===== src/hw/axi_iso_pkg.sv =====
// Shared widths, limits, response codes and isolation FSM state codes
package axi_iso_pkg;

  // AXI field widths
  localparam int ADDR_W  = 12;
  localparam int DATA_W  = 32;
  localparam int STRB_W  = DATA_W / 8;
  localparam int LEN_W   = 8;
  localparam int RESP_W  = 2;
  localparam int SIZE_W  = 3;
  localparam int BURST_W = 2;
  localparam int PROT_W  = 3;

  // Writes tracked before AW is back-pressured
  localparam int MAX_OUTSTANDING = 8;
  // Must hold 0 up to MAX_OUTSTANDING inclusive
  localparam int CNT_W = $clog2(MAX_OUTSTANDING + 1);

  // W may run this many beats ahead of AW, two max-length bursts
  localparam int MAX_SKEW_BEATS = 512;
  // Signed balance, sized for the skew limit plus one max burst either way
  localparam int BEAT_CNT_W = 11;

  // Response codes
  localparam logic [RESP_W-1:0] RESP_OKAY   = 2'b00;
  localparam logic [RESP_W-1:0] RESP_SLVERR = 2'b10;
  // Response returned for writes that never reach the subordinate
  localparam logic [RESP_W-1:0] ISOLATE_RESP = RESP_SLVERR;

  // Isolation sequencing states
  localparam int ST_W = 2;
  localparam logic [ST_W-1:0] ST_CONNECTED = 2'd0;
  localparam logic [ST_W-1:0] ST_HOLD      = 2'd1;
  localparam logic [ST_W-1:0] ST_ISOLATED  = 2'd2;
  localparam logic [ST_W-1:0] ST_RECONNECT = 2'd3;

endpackage

===== src/hw/axi_iso_sub.sv =====
// Top level of the AXI4 write-channel subordinate isolator
`timescale 1ns/1ps

module axi_iso_sub (
  input  logic                             clk,
  input  logic                             arst_n,
  input  logic                             isolate_req,
  output logic                             isolate_done,
  // Upstream manager side
  input  logic [axi_iso_pkg::ADDR_W-1:0]   up_awaddr,
  input  logic [axi_iso_pkg::LEN_W-1:0]    up_awlen,
  input  logic [axi_iso_pkg::SIZE_W-1:0]   up_awsize,
  input  logic [axi_iso_pkg::BURST_W-1:0]  up_awburst,
  input  logic [axi_iso_pkg::PROT_W-1:0]   up_awprot,
  input  logic                             up_awvalid,
  output logic                             up_awready,
  input  logic [axi_iso_pkg::DATA_W-1:0]   up_wdata,
  input  logic [axi_iso_pkg::STRB_W-1:0]   up_wstrb,
  input  logic                             up_wlast,
  input  logic                             up_wvalid,
  output logic                             up_wready,
  output logic [axi_iso_pkg::RESP_W-1:0]   up_bresp,
  output logic                             up_bvalid,
  input  logic                             up_bready,
  // Downstream subordinate side
  output logic [axi_iso_pkg::ADDR_W-1:0]   dn_awaddr,
  output logic [axi_iso_pkg::LEN_W-1:0]    dn_awlen,
  output logic [axi_iso_pkg::SIZE_W-1:0]   dn_awsize,
  output logic [axi_iso_pkg::BURST_W-1:0]  dn_awburst,
  output logic [axi_iso_pkg::PROT_W-1:0]   dn_awprot,
  output logic                             dn_awvalid,
  input  logic                             dn_awready,
  output logic [axi_iso_pkg::DATA_W-1:0]   dn_wdata,
  output logic [axi_iso_pkg::STRB_W-1:0]   dn_wstrb,
  output logic                             dn_wlast,
  output logic                             dn_wvalid,
  input  logic                             dn_wready,
  input  logic [axi_iso_pkg::RESP_W-1:0]   dn_bresp,
  input  logic                             dn_bvalid,
  output logic                             dn_bready
);

  logic hold_req;
  logic hold_done;
  logic iso_active;
  logic trk_push_valid;
  logic trk_push_ready;
  logic resp_empty;

  // Sequencing of hold, isolation and reconnect
  axi_iso_fsm u_fsm (
    .clk          (clk),
    .arst_n       (arst_n),
    .isolate_req  (isolate_req),
    .hold_done    (hold_done),
    .resp_empty   (resp_empty),
    .isolate_done (isolate_done),
    .hold_req     (hold_req),
    .iso_active   (iso_active)
  );

  // Handshake control for AW and W, payload bypasses it
  axi_iso_wdata_align u_align (
    .clk            (clk),
    .arst_n         (arst_n),
    .hold_req       (hold_req),
    .iso_active     (iso_active),
    .up_awvalid     (up_awvalid),
    .up_awlen       (up_awlen),
    .up_wvalid      (up_wvalid),
    .up_wlast       (up_wlast),
    .dn_awready     (dn_awready),
    .dn_wready      (dn_wready),
    .trk_push_ready (trk_push_ready),
    .hold_done      (hold_done),
    .up_awready     (up_awready),
    .up_wready      (up_wready),
    .dn_awvalid     (dn_awvalid),
    .dn_wvalid      (dn_wvalid),
    .trk_push_valid (trk_push_valid)
  );

  // One entry per accepted AW, retired by the upstream B
  axi_iso_resp_tracker u_tracker (
    .clk        (clk),
    .arst_n     (arst_n),
    .iso_active (iso_active),
    .push_valid (trk_push_valid),
    .push_ready (trk_push_ready),
    .resp_empty (resp_empty),
    .dn_bvalid  (dn_bvalid),
    .dn_bresp   (dn_bresp),
    .dn_bready  (dn_bready),
    .up_bvalid  (up_bvalid),
    .up_bresp   (up_bresp),
    .up_bready  (up_bready)
  );

  // AW payload straight through, only valid is gated
  assign dn_awaddr  = up_awaddr;
  assign dn_awlen   = up_awlen;
  assign dn_awsize  = up_awsize;
  assign dn_awburst = up_awburst;
  assign dn_awprot  = up_awprot;

  // W payload straight through
  assign dn_wdata = up_wdata;
  assign dn_wstrb = up_wstrb;
  assign dn_wlast = up_wlast;

endmodule


===== src/hw/axi_iso_resp_tracker.sv =====
// Outstanding write counter, B pass-through and generated isolation responses
`timescale 1ns/1ps

module axi_iso_resp_tracker (
  input  logic                            clk,
  input  logic                            arst_n,
  input  logic                            iso_active,
  input  logic                            push_valid,
  output logic                            push_ready,
  output logic                            resp_empty,
  input  logic                            dn_bvalid,
  input  logic [axi_iso_pkg::RESP_W-1:0]  dn_bresp,
  output logic                            dn_bready,
  output logic                            up_bvalid,
  output logic [axi_iso_pkg::RESP_W-1:0]  up_bresp,
  input  logic                            up_bready
);

  import axi_iso_pkg::*;

  logic [CNT_W-1:0] count_q;
  logic [CNT_W-1:0] count_d;
  logic             push_fire;
  logic             pop_fire;
  logic             gen_mode_q;
  logic             gen_mode_d;
  logic             gen_sel;
  logic             gen_valid_q;

  // Single ID, so responses come back in order and a count is enough
  assign push_ready = count_q != CNT_W'(MAX_OUTSTANDING);
  assign push_fire  = push_valid && push_ready;
  assign pop_fire   = up_bvalid && up_bready;

  always_comb begin
    count_d = count_q;
    if (push_fire && !pop_fire) begin
      count_d = count_q + CNT_W'(1);
    end else if (pop_fire && !push_fire) begin
      count_d = count_q - CNT_W'(1);
    end
  end

  // Switch to generated responses once no passed-through B is waiting
  // upstream, so an offered response is never pulled back or changed
  assign gen_mode_d = iso_active && (gen_mode_q || !dn_bvalid || up_bready);
  assign gen_sel    = gen_mode_q && iso_active;

  always_ff @(posedge clk or negedge arst_n) begin
    if (!arst_n) begin
      count_q     <= '0;
      gen_mode_q  <= 1'b0;
      gen_valid_q <= 1'b0;
    end else begin
      count_q    <= count_d;
      gen_mode_q <= gen_mode_d;
      // Stays up while unaccepted, since the count cannot drop then
      gen_valid_q <= gen_mode_d && (count_d != '0);
    end
  end

  // Upstream B mux
  always_comb begin
    if (gen_sel) begin
      up_bvalid = gen_valid_q;
      up_bresp  = ISOLATE_RESP;
      // Stale downstream responses are drained and dropped
      dn_bready = 1'b1;
    end else begin
      up_bvalid = dn_bvalid;
      up_bresp  = dn_bresp;
      dn_bready = up_bready;
    end
  end

  // Every accepted write has had its B
  assign resp_empty = count_q == '0;

endmodule


===== src/hw/axi_iso_wdata_align.sv =====
// AW/W beat accounting, hold-off, AW fork to subordinate and tracker, downstream gating
`timescale 1ns/1ps

module axi_iso_wdata_align (
  input  logic                           clk,
  input  logic                           arst_n,
  input  logic                           hold_req,
  input  logic                           iso_active,
  input  logic                           up_awvalid,
  input  logic [axi_iso_pkg::LEN_W-1:0]  up_awlen,
  input  logic                           up_wvalid,
  input  logic                           up_wlast,
  input  logic                           dn_awready,
  input  logic                           dn_wready,
  input  logic                           trk_push_ready,
  output logic                           hold_done,
  output logic                           up_awready,
  output logic                           up_wready,
  output logic                           dn_awvalid,
  output logic                           dn_wvalid,
  output logic                           trk_push_valid
);

  import axi_iso_pkg::*;

  // Positive means W beats still owed to accepted AWs
  // Negative means W has run ahead of AW
  logic signed [BEAT_CNT_W-1:0] balance_q;
  logic signed [BEAT_CNT_W-1:0] balance_d;
  logic signed [BEAT_CNT_W-1:0] aw_beats;
  logic signed [BEAT_CNT_W-1:0] aw_add;
  logic signed [BEAT_CNT_W-1:0] w_sub;
  logic signed [BEAT_CNT_W-1:0] skew_lim;

  logic dn_awready_eff;
  logic dn_wready_eff;
  logic aw_open;
  logic w_open;
  logic aw_offer;
  logic aw_fire;
  logic w_fire;
  logic aw_stall_q;
  logic w_stall_q;
  logic w_in_burst_q;

  assign skew_lim = BEAT_CNT_W'(MAX_SKEW_BEATS);
  assign aw_beats = BEAT_CNT_W'(up_awlen) + BEAT_CNT_W'(1);

  // Isolated side looks always ready so writes are swallowed
  assign dn_awready_eff = dn_awready || iso_active;
  assign dn_wready_eff  = dn_wready || iso_active;

  // AW gate
  // Normal: cap how far AW runs ahead
  // Hold: AW only to catch up with W that already went ahead
  // A stalled AW stays open so the valid is never withdrawn
  always_comb begin
    if (aw_stall_q) begin
      aw_open = 1'b1;
    end else if (hold_req) begin
      aw_open = balance_q < 0;
    end else begin
      aw_open = balance_q < skew_lim;
    end
  end

  // W gate, mirror of the AW gate
  // Hold lets W run only while beats are owed
  always_comb begin
    if (w_stall_q) begin
      w_open = 1'b1;
    end else if (hold_req) begin
      w_open = balance_q > 0;
    end else begin
      w_open = balance_q > -skew_lim;
    end
  end

  // AW fork, nothing is consumed until both sides can take it
  assign aw_offer       = up_awvalid && aw_open;
  assign dn_awvalid     = aw_offer && trk_push_ready && !iso_active;
  assign trk_push_valid = aw_offer && dn_awready_eff;
  assign up_awready     = aw_open && trk_push_ready && dn_awready_eff;
  assign aw_fire        = aw_offer && trk_push_ready && dn_awready_eff;

  // W path
  assign dn_wvalid = up_wvalid && w_open && !iso_active;
  assign up_wready = w_open && dn_wready_eff;
  assign w_fire    = up_wvalid && up_wready;

  // Beat balance update
  assign aw_add    = aw_fire ? aw_beats : '0;
  assign w_sub     = w_fire ? BEAT_CNT_W'(1) : '0;
  assign balance_d = balance_q + aw_add - w_sub;

  always_ff @(posedge clk or negedge arst_n) begin
    if (!arst_n) begin
      balance_q    <= '0;
      w_in_burst_q <= 1'b0;
      aw_stall_q   <= 1'b0;
      w_stall_q    <= 1'b0;
    end else begin
      balance_q <= balance_d;
      if (w_fire) begin
        w_in_burst_q <= !up_wlast;
      end
      // Presented downstream but not taken yet
      aw_stall_q <= dn_awvalid && !dn_awready;
      w_stall_q  <= dn_wvalid && !dn_wready;
    end
  end

  // Aligned: no beat owed, no burst half sent, nothing left presented
  assign hold_done = hold_req && (balance_q == '0) && !w_in_burst_q &&
                     !aw_stall_q && !w_stall_q;

endmodule


===== src/hw/axi_iso_fsm.sv =====
// Isolation sequencing FSM: hold, isolate, drain and reconnect
`timescale 1ns/1ps

module axi_iso_fsm (
  input  logic clk,
  input  logic arst_n,
  input  logic isolate_req,
  input  logic hold_done,
  input  logic resp_empty,
  output logic isolate_done,
  output logic hold_req,
  output logic iso_active
);

  import axi_iso_pkg::*;

  logic [ST_W-1:0] state_q;
  logic [ST_W-1:0] state_d;
  logic            done_q;

  // Next state
  always_comb begin
    state_d = state_q;
    case (state_q)
      ST_CONNECTED: begin
        if (isolate_req) begin
          state_d = ST_HOLD;
        end
      end
      ST_HOLD: begin
        // Stay until AW and W line up on a burst boundary
        // A dropped request still goes through isolation and back
        if (hold_done) begin
          state_d = ST_ISOLATED;
        end
      end
      ST_ISOLATED: begin
        if (!isolate_req) begin
          state_d = ST_RECONNECT;
        end
      end
      ST_RECONNECT: begin
        // All generated responses gone and no W beat owed to a
        // discarded AW, otherwise the subordinate would see orphan data
        if (resp_empty && hold_done) begin
          state_d = ST_CONNECTED;
        end
      end
      default: begin
        state_d = ST_CONNECTED;
      end
    endcase
  end

  always_ff @(posedge clk or negedge arst_n) begin
    if (!arst_n) begin
      state_q <= ST_CONNECTED;
    end else begin
      state_q <= state_d;
    end
  end

  // Done follows the isolated states one cycle late
  always_ff @(posedge clk or negedge arst_n) begin
    if (!arst_n) begin
      done_q <= 1'b0;
    end else begin
      done_q <= (state_q == ST_ISOLATED) || (state_q == ST_RECONNECT);
    end
  end

  assign isolate_done = done_q;

  // AW held off while lining up, and again while draining for reconnect
  assign hold_req = (state_q == ST_HOLD) || (state_q == ST_RECONNECT);

  // Downstream cut off from the end of hold until reconnection
  assign iso_active = (state_q == ST_ISOLATED) || (state_q == ST_RECONNECT);

endmodule


===== config.mk =====
export PLATFORM = sky130hd
export DESIGN_NAME = axi_iso_sub
export DESIGN_NICKNAME = d
export VERILOG_FILES = /design/src/hw/axi_iso_pkg.sv /design/src/hw/axi_iso_sub.sv /design/src/hw/axi_iso_resp_tracker.sv /design/src/hw/axi_iso_wdata_align.sv /design/src/hw/axi_iso_fsm.sv
export SDC_FILE = /design/constraint.sdc
export NUM_CORES = 1
export LEC_CHECK = 0
export ABC_AREA = 1
export BUFFER_PORTS_ARGS = -buffer_cell sky130_fd_sc_hd__clkbuf_2
export CAP_MARGIN = 20
export CORE_UTILIZATION = 45
export DETAILED_ROUTE_END_ITERATION = 8
export GPL_TIMING_DRIVEN = 1
export PLACE_DENSITY = 0.91
export SYNTH_ARGS = -nofsm -noshare
export SYNTH_HDL_FRONTEND = slang
export SYNTH_SLANG_ARGS = --single-unit

===== constraint.sdc =====
create_clock -name clk -period 5.2 [get_ports clk]
set_input_delay 0.26 -clock clk [delete_from_list [all_inputs] [get_ports clk]]
set_output_delay 0.26 -clock clk [all_outputs]
set_load 0.005 [all_outputs]

==> results of run 1 <==
-- worst paths after layout --
| kind | startpoint | depth (start not counted) | end | slack [ps] |
|---|---|---|---|---|
| worst min-delay path | arst_n | 1 | u_align.aw_stall_q$_DFF_PN0_ | -20 |
| max in group asynchronous | arst_n | 1 | u_tracker.gen_mode_q$_DFF_PN0_ | 4830 |
| min in group clk | dn_wready | 2 | u_align.w_stall_q$_DFF_PN0_ | 150 |
| worst min register to register | u_align.w_in_burst_q$_DFFE_PN0P_ | 2 | u_align.w_in_burst_q$_DFFE_PN0P_ | 500 |
| worst max register to register | u_fsm.state_q[1]$_DFFE_PN0P_ | 17 | u_align.balance_q[7]$_DFF_PN0_ | 1930 |
| worst max-delay path | u_fsm.state_q[1]$_DFFE_PN0P_ | 17 | u_align.balance_q[7]$_DFF_PN0_ | 1930 |
-- cells in the mapped netlist, drive strengths merged --
cell type / number / area (sq um)
nand3b: 1 / 7.51
or2: 3 / 21.3
fa: 1 / 20.0
a21oi: 11 / 62.6
inv: 65 / 246
nand4: 6 / 52.6
nand2: 52 / 228
nor3: 4 / 20.0
ha: 28 / 350
a31oi: 2 / 12.5
o21ai: 12 / 60.1
xnor2: 2 / 17.5
xor2: 11 / 96.3
o2111ai: 2 / 17.5
nand3: 20 / 105
nor2: 27 / 114
dfrtp: 23 / 576
or3: 1 / 6.26
buf: 65 / 488
-- sequential cells by signal, indices dropped and copies added (netlist names) --
signal                 count
u_tracker.gen_mode_q       1
u_align.balance_q         11
u_tracker.gen_valid_q      1
u_tracker.count_q          4
u_align.w_stall_q          1
u_fsm.state_q              2
u_fsm.isolate_done         1
u_align.aw_stall_q         1
u_align.w_in_burst_q       1
-- power by group through the flow --
stage	logic [mW]	registers (mW)	clock network, mW
after detailed placement	1.31	0.340	0
after global placement	1.24	0.335	0
after floorplan	1.05	0.328	0
after CTS	1.32	0.337	0.118
after global routing	1.51	0.347	0.128
final	1.33	0.337	0.116
-- cells in the final DEF, fill, tap and decap left out, drive strengths merged --
| cell type | instances |
|---|---|
| inv | 65 |
| nand2 | 52 |
| clkbuf | 40 |
| ha | 28 |
| nor2 | 27 |
| dfrtp | 23 |
| nand3 | 20 |
| o21ai | 12 |
| xor2 | 11 |
| a21oi | 11 |
| nand4 | 6 |
| nor3 | 4 |
| or2 | 3 |
| o2111ai | 2 |
| a31oi | 2 |
| xnor2 | 2 |
| nand3b | 1 |
| or3 | 1 |
| fa | 1 |
| clkinvlp | 1 |
-- per-layer routing --
layer	share of wire, %	global-route usage, %	vias up
li1	-	-	933
met1	41	18.2	870
met2	53	32.0	73
met3	5.4	4.91	8
met4	1.2	3.85	0
met5	0	0	-
-- worst max-delay path: cells and delay by family (launching register included) --
kind	cells	cell delay [ps]
compound gates	4	640
simple gates	7	1010
flops	1	390
fa+ha+maj	3	840
buf+inv	2	120
xor+xnor	1	150
-- cells by family after synthesis --
family | count (synthesis) | synth area share [%]
flops | 23 | 23.0
fa+ha+maj | 29 | 14.8
simple gates | 114 | 22.2
buf+inv | 130 | 29.4
xor+xnor | 13 | 4.55
compound gates | 27 | 6.10
-- stage by stage --
stage / total power, mW / setup slack [ps] / std cells / cell area (sq um)
floorplan: 1.38 / 2260 / 336 / 2500
global placement: 1.57 / 2020 / 378 / 2290
detailed placement: 1.65 / 1960 / 378 / 2290
CTS: 1.78 / 1950 / 382 / 2330
global route: 1.98 / 1660 / 382 / 2330
finish: 1.79 / 1930 / 382 / 2330
-- cell type report --
type | count | area share [%]
Multi-Input combinational cell | 183 | 51.0
Sequential cell | 23 | 24.7
Inverter | 65 | 10.6
Timing Repair Buffer | 37 | 7.93
Tap cell | 70 | 3.75
Clock buffer | 3 | 1.77
Clock inverter | 1 | 0.322
==> flow_summary.json, run 1 <==
{
  "slowest_stage": "dfrtp_1",
  "fp-row-count": 26,
  "overflow": 0,
  "min_period_ps": 3270,
  "syn_to_final_growth_pct": -6.65,
  "intPower_mw": 0.854,
  "port-buffer-count": 37,
  "p_comb_share_pct": 74.6,
  "grt_max_degree": 24,
  "drt_iter0_markers": 76,
  "wl_per_cell_um": 12.4,
  "drive_gt1_share_pct": 20.2,
  "start_util_pct": 47.8,
  "die_height_um": 76.6,
  "crit_type": "flip-flop to flip-flop",
  "drv_slew": 0,
  "cts_buffer_depth": 2,
  "placeableCoreArea_sq_um": 5240,
  "relSlewSlack_pct": 60.4,
  "regArea_sq_um": 576,
  "cts_hold_buf": 0,
  "grt_pass1_vias": 1888,
  "max_freq_ghz": 0.306,
  "htreeDepth": 1,
  "cp.required_ps": 5360,
  "rsz0062_at_grt": "no",
  "cp.arrival_ps": 3420,
  "nets": 418,
  "tightest_slew_ps": 594,
  "post-dp-hpwl_mm": 3.84,
  "multi_input_area_sq_um": 1190,
  "n_antenna_cell": 0,
  "whs_ps": -19.1,
  "skew_ps": 4.76,
  "power.density_nw_per_um2": 765,
  "via_per_inst": 4.93,
  "gp_congestion": 0.842,
  "syn-mean-instance-area_sq_um": 7.44,
  "setup_viol": 0,
  "ir_drop_mv": 0.242,
  "p_leak_nw": 1.34,
  "drt.antenna.violating_nets": 0,
  "critPathCaptureType": "flip-flop",
  "die_area_sq_um": 5860,
  "min_path_type": "input pin to async pin",
  "crit_chain": "inv_1 -> ha_1 -> o21ai_0 -> nand2_1 -> nand2_1 -> nand4_4 -> nor2_1 -> nand2_1 -> ha_1 -> inv_1 -> ha_1 -> a21oi_1 -> nor2_1 -> or3_1 -> a21oi_2 -> o21ai_1 -> xor2_1",
  "utilization_pct": 44.6,
  "routed_wl_mm": 4.72,
  "dr.pass1.iters": 4,
  "drv_cap": 0,
  "seq_area_frac_synth_pct": 23.0,
  "clkTransAtPathRegs_ps": 90,
  "min_period_over_period_pct": 62.8,
  "clk_latency_ps": 270,
  "n_fill_cell": 510,
  "num_io_pins": 150,
  "root_buffer": "clkbuf_8",
  "post_cts_buffers": 0,
  "clkSinkCount": 23,
  "p_sw_mw": 0.933,
  "syn_inst": 336,
  "violations": "negative hold slack",
  "synth.distinct_cells": 30,
  "status": "finished with violations",
  "cpPeakStageDelay_ps": 390,
  "grt_pass1_wl_mm": 8.14,
  "antenna_found_initial": 0,
  "synth_seq_cells": 23,
  "start_kind": "flip-flop",
  "drc": 0,
  "vias": 1884,
  "synth_area_sq_um": 2500,
  "die_x_um": 76.6,
  "cp_max_fo": 9,
  "p_seq_share_pct": 18.9,
  "synth.net_count": 441,
  "switching_share_pct": 52.2,
  "clkPwrFrac_pct": 6.5,
  "cts_resized": 0,
  "setup_tns_ps": 0,
  "yosysWarnings": 0,
  "hold_violations": 23,
  "cts_tree": "built",
  "numCtsBuffers": 3,
  "grt_usage_pct": 16.8
}
No activity file was read; power rests on OpenSTA's default activity.
==> run 2, diff against run 1 <==
Settings changed: CORE_UTILIZATION 45 to 44, PLACE_DENSITY 0.91 to 0.89.
Clock period 5.2 ns to 3.2 ns, I/O delays scaled along.
==> flow_summary.json, run 2 (synthesis results as in run 1) <==
{
  "status": "finished, final reports clean",
  "clkTransAtPathRegs_ps": 100,
  "cts_buffer_depth": 2,
  "drt.antenna.violating_nets": 0,
  "setup_viol": 0,
  "placeableCoreArea_sq_um": 5510,
  "reg2reg_depth": 17,
  "p_leak_nw": 1.36,
  "numCtsBuffers": 3,
  "die_x_um": 77.4,
  "hold_violations": 0,
  "syn_to_final_growth_pct": -2.80,
  "top_register": "u_align.balance_q",
  "dr.pass1.iters": 4,
  "n_antenna_cell": 0,
  "power.density_nw_per_um2": 1250,
  "cp.required_ps": 3370,
  "tightest_slew_ps": 589,
  "grt_usage_pct": 16.0,
  "reg_top3": "u_align.balance_q (11), u_tracker.count_q (4), u_fsm.state_q (2)",
  "drv_slew": 0,
  "min_path_type": "input pin to flip-flop",
  "die_height_um": 77.4,
  "ir_drop_mv": 0.456,
  "routed_wl_mm": 4.78,
  "n_fill_cell": 532,
  "start_util_pct": 45.4,
  "vias": 1904,
  "drt_iter0_markers": 71,
  "mostFrequentLayoutCells": "inv_1, nand2_1, clkbuf_2",
  "root_buffer": "clkbuf_8",
  "die_area_sq_um": 5990,
  "clkSinkCount": 23,
  "drive_gt1_share_pct": 26.3,
  "overflow": 0,
  "critPathCaptureType": "flip-flop",
  "drv_cap": 0,
  "grt_pass1_wl_mm": 7.80,
  "gp_congestion": 0.853,
  "dpl_worst_slack_ps": 60.7,
  "timing.final.ws_setup_ps": 153,
  "num_io_pins": 150,
  "cp.arrival_ps": 3220,
  "drc": 0,
  "htreeDepth": 1,
  "wl_per_cell_um": 12.2,
  "min_period_ps": 3050,
  "clk_latency_ps": 280,
  "skew_ps": 13.1,
  "r2r_slack_ps": 150,
  "cp_max_fo": 6,
  "via_per_inst": 4.87,
  "grt_max_degree": 24,
  "hold_path_depth": 2,
  "relSlewSlack_pct": 60.7,
  "utilization_pct": 44.1,
  "multi_input_area_sq_um": 1230,
  "min_period_over_period_pct": 95.2,
  "fp-row-count": 27,
  "layout_commonest_cell": "inv_1",
  "crit_type": "flip-flop to flip-flop",
  "nets": 425,
  "port-buffer-count": 37,
  "antenna_found_initial": 0,
  "regArea_sq_um": 576,
  "start_kind": "flip-flop",
  "post-dp-hpwl_mm": 3.87,
  "grt_pass1_vias": 1894,
  "cts_tree": "built",
  "largest_reg_flops": 11,
  "max_freq_ghz": 0.328
}
[run 2: changes by cell type in the layout (fill, tap and decap cells not counted), moves of 2 or more]
cell | before | now
nor2_1 | 24 | 22
inv_1 | 60 | 58
nor2_2 | 2 | 4
buf_4 | 0 | 6
ha_1 | 28 | 22
inv_2 | 4 | 6
ha_2 | 0 | 6
[run 2: path summary, 6_finish.rpt]
path                                                   from                                to
setup reg to reg               u_fsm.state_q[0]$_DFFE_PN0P_    u_align.balance_q[7]$_DFF_PN0_
max in group asynchronous                            arst_n      u_align.aw_stall_q$_DFF_PN0_
min in group asynchronous                            arst_n    u_align.balance_q[1]$_DFF_PN0_
hold reg to reg            u_align.w_in_burst_q$_DFFE_PN0P_  u_align.w_in_burst_q$_DFFE_PN0P_
hold / removal                                    dn_wready       u_align.w_stall_q$_DFF_PN0_
setup / recovery               u_fsm.state_q[0]$_DFFE_PN0P_    u_align.balance_q[7]$_DFF_PN0_
[run 2: per-stage QoR]
stage          setup TNS [ps]  std cells  power, mW  hold slack [ps]  instance area [sq um]
2_1_floorplan               0        336       2.24             -136                   2500
3_3_place_gp                0        382       2.57              185                   2300
3_5_place_dp                0        382       2.67              195                   2300
4_1_cts                     0        387       2.88             58.2                   2360
5_1_grt                  -101        391       3.39             70.8                   2430
6_report                    0        391       3.04             64.5                   2430
[run 2: timing repair]
item	CTS	global route
gates resized for setup	0	16
setup buffers	0	4
hold buffers	1	0
setup endpoints to repair	0	5
hold endpoints to repair	23	0
[run 2: per-layer routing]
layer  GRT usage, %  up-vias  share of wire [%]
met1           16.7      878                 40
met3           3.88       14                4.9
met4           7.17        0                2.6
met2           29.8       67                 53
li1               -      945                  -
met5              0        -                  0
[run 2: critical path, stage by stage, from the launching register on]
cell,delay (ps)
dfrtp_1,420
inv_2,90
ha_2,190
inv_2,50
nand2_4,90
or2_4,140
nand4_4,170
nor2_2,120
nand2_1,80
ha_1,270
inv_1,40
ha_1,310
a21oi_2,170
nor2_1,50
or3_1,340
a21oi_2,160
o21ai_1,100
xor2_1,150
[run 2: layout make-up]
class / instances / share of cell area, %
flip-flops and latches: 23 / 23.7
clock inverters: 1 / 0.309
inverters: 65 / 10.1
multi-input cells: 183 / 50.6
repair buffers: 44 / 9.88
well taps: 72 / 3.71
clock buffers: 3 / 1.70
[run 2: where the power goes]
| group | internal [mW] | switching [mW] | leakage, nW |
|---|---|---|---|
| clock | 0.0885 | 0.109 | 0.0217 |
| sequential | 0.467 | 0.0831 | 0.274 |
| combinational | 0.945 | 1.34 | 1.06 |
| total | 1.50 | 1.54 | 1.36 |
==> run 3, diff against run 2 <==
Settings changed: CORE_UTILIZATION 44 to 40, PLACE_DENSITY 0.89 to 0.86.
Clock period 3.2 ns to 2.73 ns, I/O delays scaled along.
==> flow_summary.json, run 3 (synthesis results as in run 1) <==
{
  "min_period_over_period_pct": 106,
  "cpPeakStageDelay_ps": 470,
  "drv_slew": 0,
  "drt_iter0_markers": 46,
  "max_freq_ghz": 0.344,
  "htreeDepth": 1,
  "p_sw_mw": 2.27,
  "clkSinkCount": 23,
  "overflow": 0,
  "crit_path_frequent_cell": "ha_4",
  "total_power_mw": 4.82,
  "die_height_um": 81.1,
  "critPathCaptureType": "flip-flop",
  "dp.cells": 415,
  "cts_buffer_depth": 2,
  "relSlewSlack_pct": 59.4,
  "start_kind": "flip-flop",
  "ir_drop_mv": 0.777,
  "die_area_sq_um": 6570,
  "crit_type": "flip-flop to flip-flop",
  "layout_commonest_cell": "inv_1",
  "finalInstanceArea_sq_um": 2910,
  "skew_ps": 2.88,
  "drt.antenna.violating_nets": 0,
  "syn_to_final_growth_pct": 16.4,
  "mostFrequentLayoutCells": "inv_1, nand2_1, buf_4",
  "nets": 457,
  "grt_pass1_wl_mm": 8.87,
  "status": "finished with violations",
  "port-buffer-count": 37,
  "timing.final.ws_setup_ps": -177,
  "slowest_stage": "dfrtp_2",
  "crit_chain": "inv_2 -> ha_4 -> inv_4 -> nand2_4 -> or2_4 -> nand4_4 -> nor2_4 -> nand2_2 -> ha_4 -> inv_4 -> ha_4 -> a21oi_2 -> nor2_1 -> or3_4 -> nand2_2 -> o2111ai_2 -> xor2_1",
  "grt_pass1_vias": 2044,
  "intPower_mw": 2.54,
  "cp.required_ps": 2880,
  "placed_area_sq_um": 2620,
  "antenna_found_initial": 0,
  "p_seq_share_pct": 13.6,
  "num_io_pins": 150,
  "die_x_um": 81.1,
  "dpl_worst_slack_ps": -156,
  "drive_gt1_share_pct": 41.0,
  "gp_congestion": 0.854,
  "n_antenna_cell": 0,
  "cts_tree": "built",
  "switching_share_pct": 47.2,
  "via_per_inst": 4.79,
  "grt_usage_pct": 17.7,
  "clkTransAtPathRegs_ps": 80,
  "instances_no_fill": 426,
  "power.density_nw_per_um2": 1650,
  "largest_reg_flops": 11,
  "routed_wl_mm": 5.81,
  "crit_family": "simple AND/OR/NAND/NOR gates",
  "clk_latency_ps": 270,
  "whs_ps": 48.5,
  "drv_cap": 0,
  "vias": 2041,
  "tightest_slew_ps": 609,
  "p_comb_share_pct": 81.9,
  "drc": 0,
  "cp_max_fo": 4,
  "min_path_type": "input pin to flip-flop",
  "start_util_pct": 41.8,
  "top_register": "u_align.balance_q",
  "hold_violations": 0,
  "fp-row-count": 28,
  "min_period_ps": 2910,
  "grt_max_degree": 24,
  "root_buffer": "clkbuf_8",
  "clkPwrFrac_pct": 4.5,
  "wl_per_cell_um": 13.6,
  "critPathBufInv": 3,
  "p_leak_nw": 1.55,
  "violations": "negative setup slack",
  "post-dp-hpwl_mm": 4.53,
  "dr.pass1.iters": 4,
  "cp.arrival_ps": 3060,
  "rsz0062_at_grt": "yes",
  "setup_viol": 6,
  "reg_top3": "u_align.balance_q (11), u_tracker.count_q (4), u_fsm.state_q (2)",
  "placeableCoreArea_sq_um": 5990,
  "numCtsBuffers": 3
}
run 3: worst paths after layout:
| kind | startpoint | slack [ps] | to | depth (start not counted) |
|---|---|---|---|---|
| max | u_fsm.state_q[0]$_DFFE_PN0P_ | -180 | u_align.balance_q[9]$_DFF_PN0_ | 17 |
| max reg2reg | u_fsm.state_q[0]$_DFFE_PN0P_ | -180 | u_align.balance_q[9]$_DFF_PN0_ | 17 |
| min | dn_wready | 50 | u_align.w_stall_q$_DFF_PN0_ | 2 |
| min reg2reg | u_align.w_in_burst_q$_DFFE_PN0P_ | 510 | u_align.w_in_burst_q$_DFFE_PN0P_ | 2 |
| min in group asynchronous | arst_n | 400 | u_align.balance_q[8]$_DFF_PN0_ | 2 |
| max in group asynchronous | arst_n | 1900 | u_fsm.state_q[1]$_DFFE_PN0P_ | 2 |
run 3: power groups by stage:
stage	logic (mW)	clock network (mW)	registers (mW)
3_5_place_dp	3.26	0	0.648
6_report	3.94	0.219	0.654
3_3_place_gp	3.09	0	0.634
4_1_cts	3.56	0.221	0.640
5_1_grt	4.35	0.236	0.673
2_1_floorplan	2.20	0	0.630
run 3: what timing repair did:
action | CTS | global route
setup buffers | 3 | 3
hold buffers | 1 | 0
setup endpoints to repair | 6 | 7
endpoints found under the hold margin | 23 | 0
pin swaps | 7 | 11
gates resized for setup | 10 | 28
run 3: layer usage:
layer	share of wire [%]	vias up	track usage, %
li1	-	1013	-
met1	39	937	19.0
met2	54	73	32.3
met3	4.4	18	3.48
met4	2.6	0	9.82
met5	0	-	0
run 3: stage by stage:
| step | setup TNS [ps] | utilization, % |
|---|---|---|
| after floorplan | -92.9 | - |
| after global placement | -107 | 43.7 |
| after detailed placement | -682 | 43.7 |
| after CTS | -367 | 46.0 |
| after global routing | -1560 | 48.6 |
| final | -686 | 48.6 |
run 3: final cells by class:
type	count	area, sq um
Timing Repair Buffer	76	480
Sequential cell	23	578
Tap cell	75	93.8
Fill cell	559	3080
Multi-Input combinational cell	183	1460
Clock buffer	4	45.0
Inverter	65	251
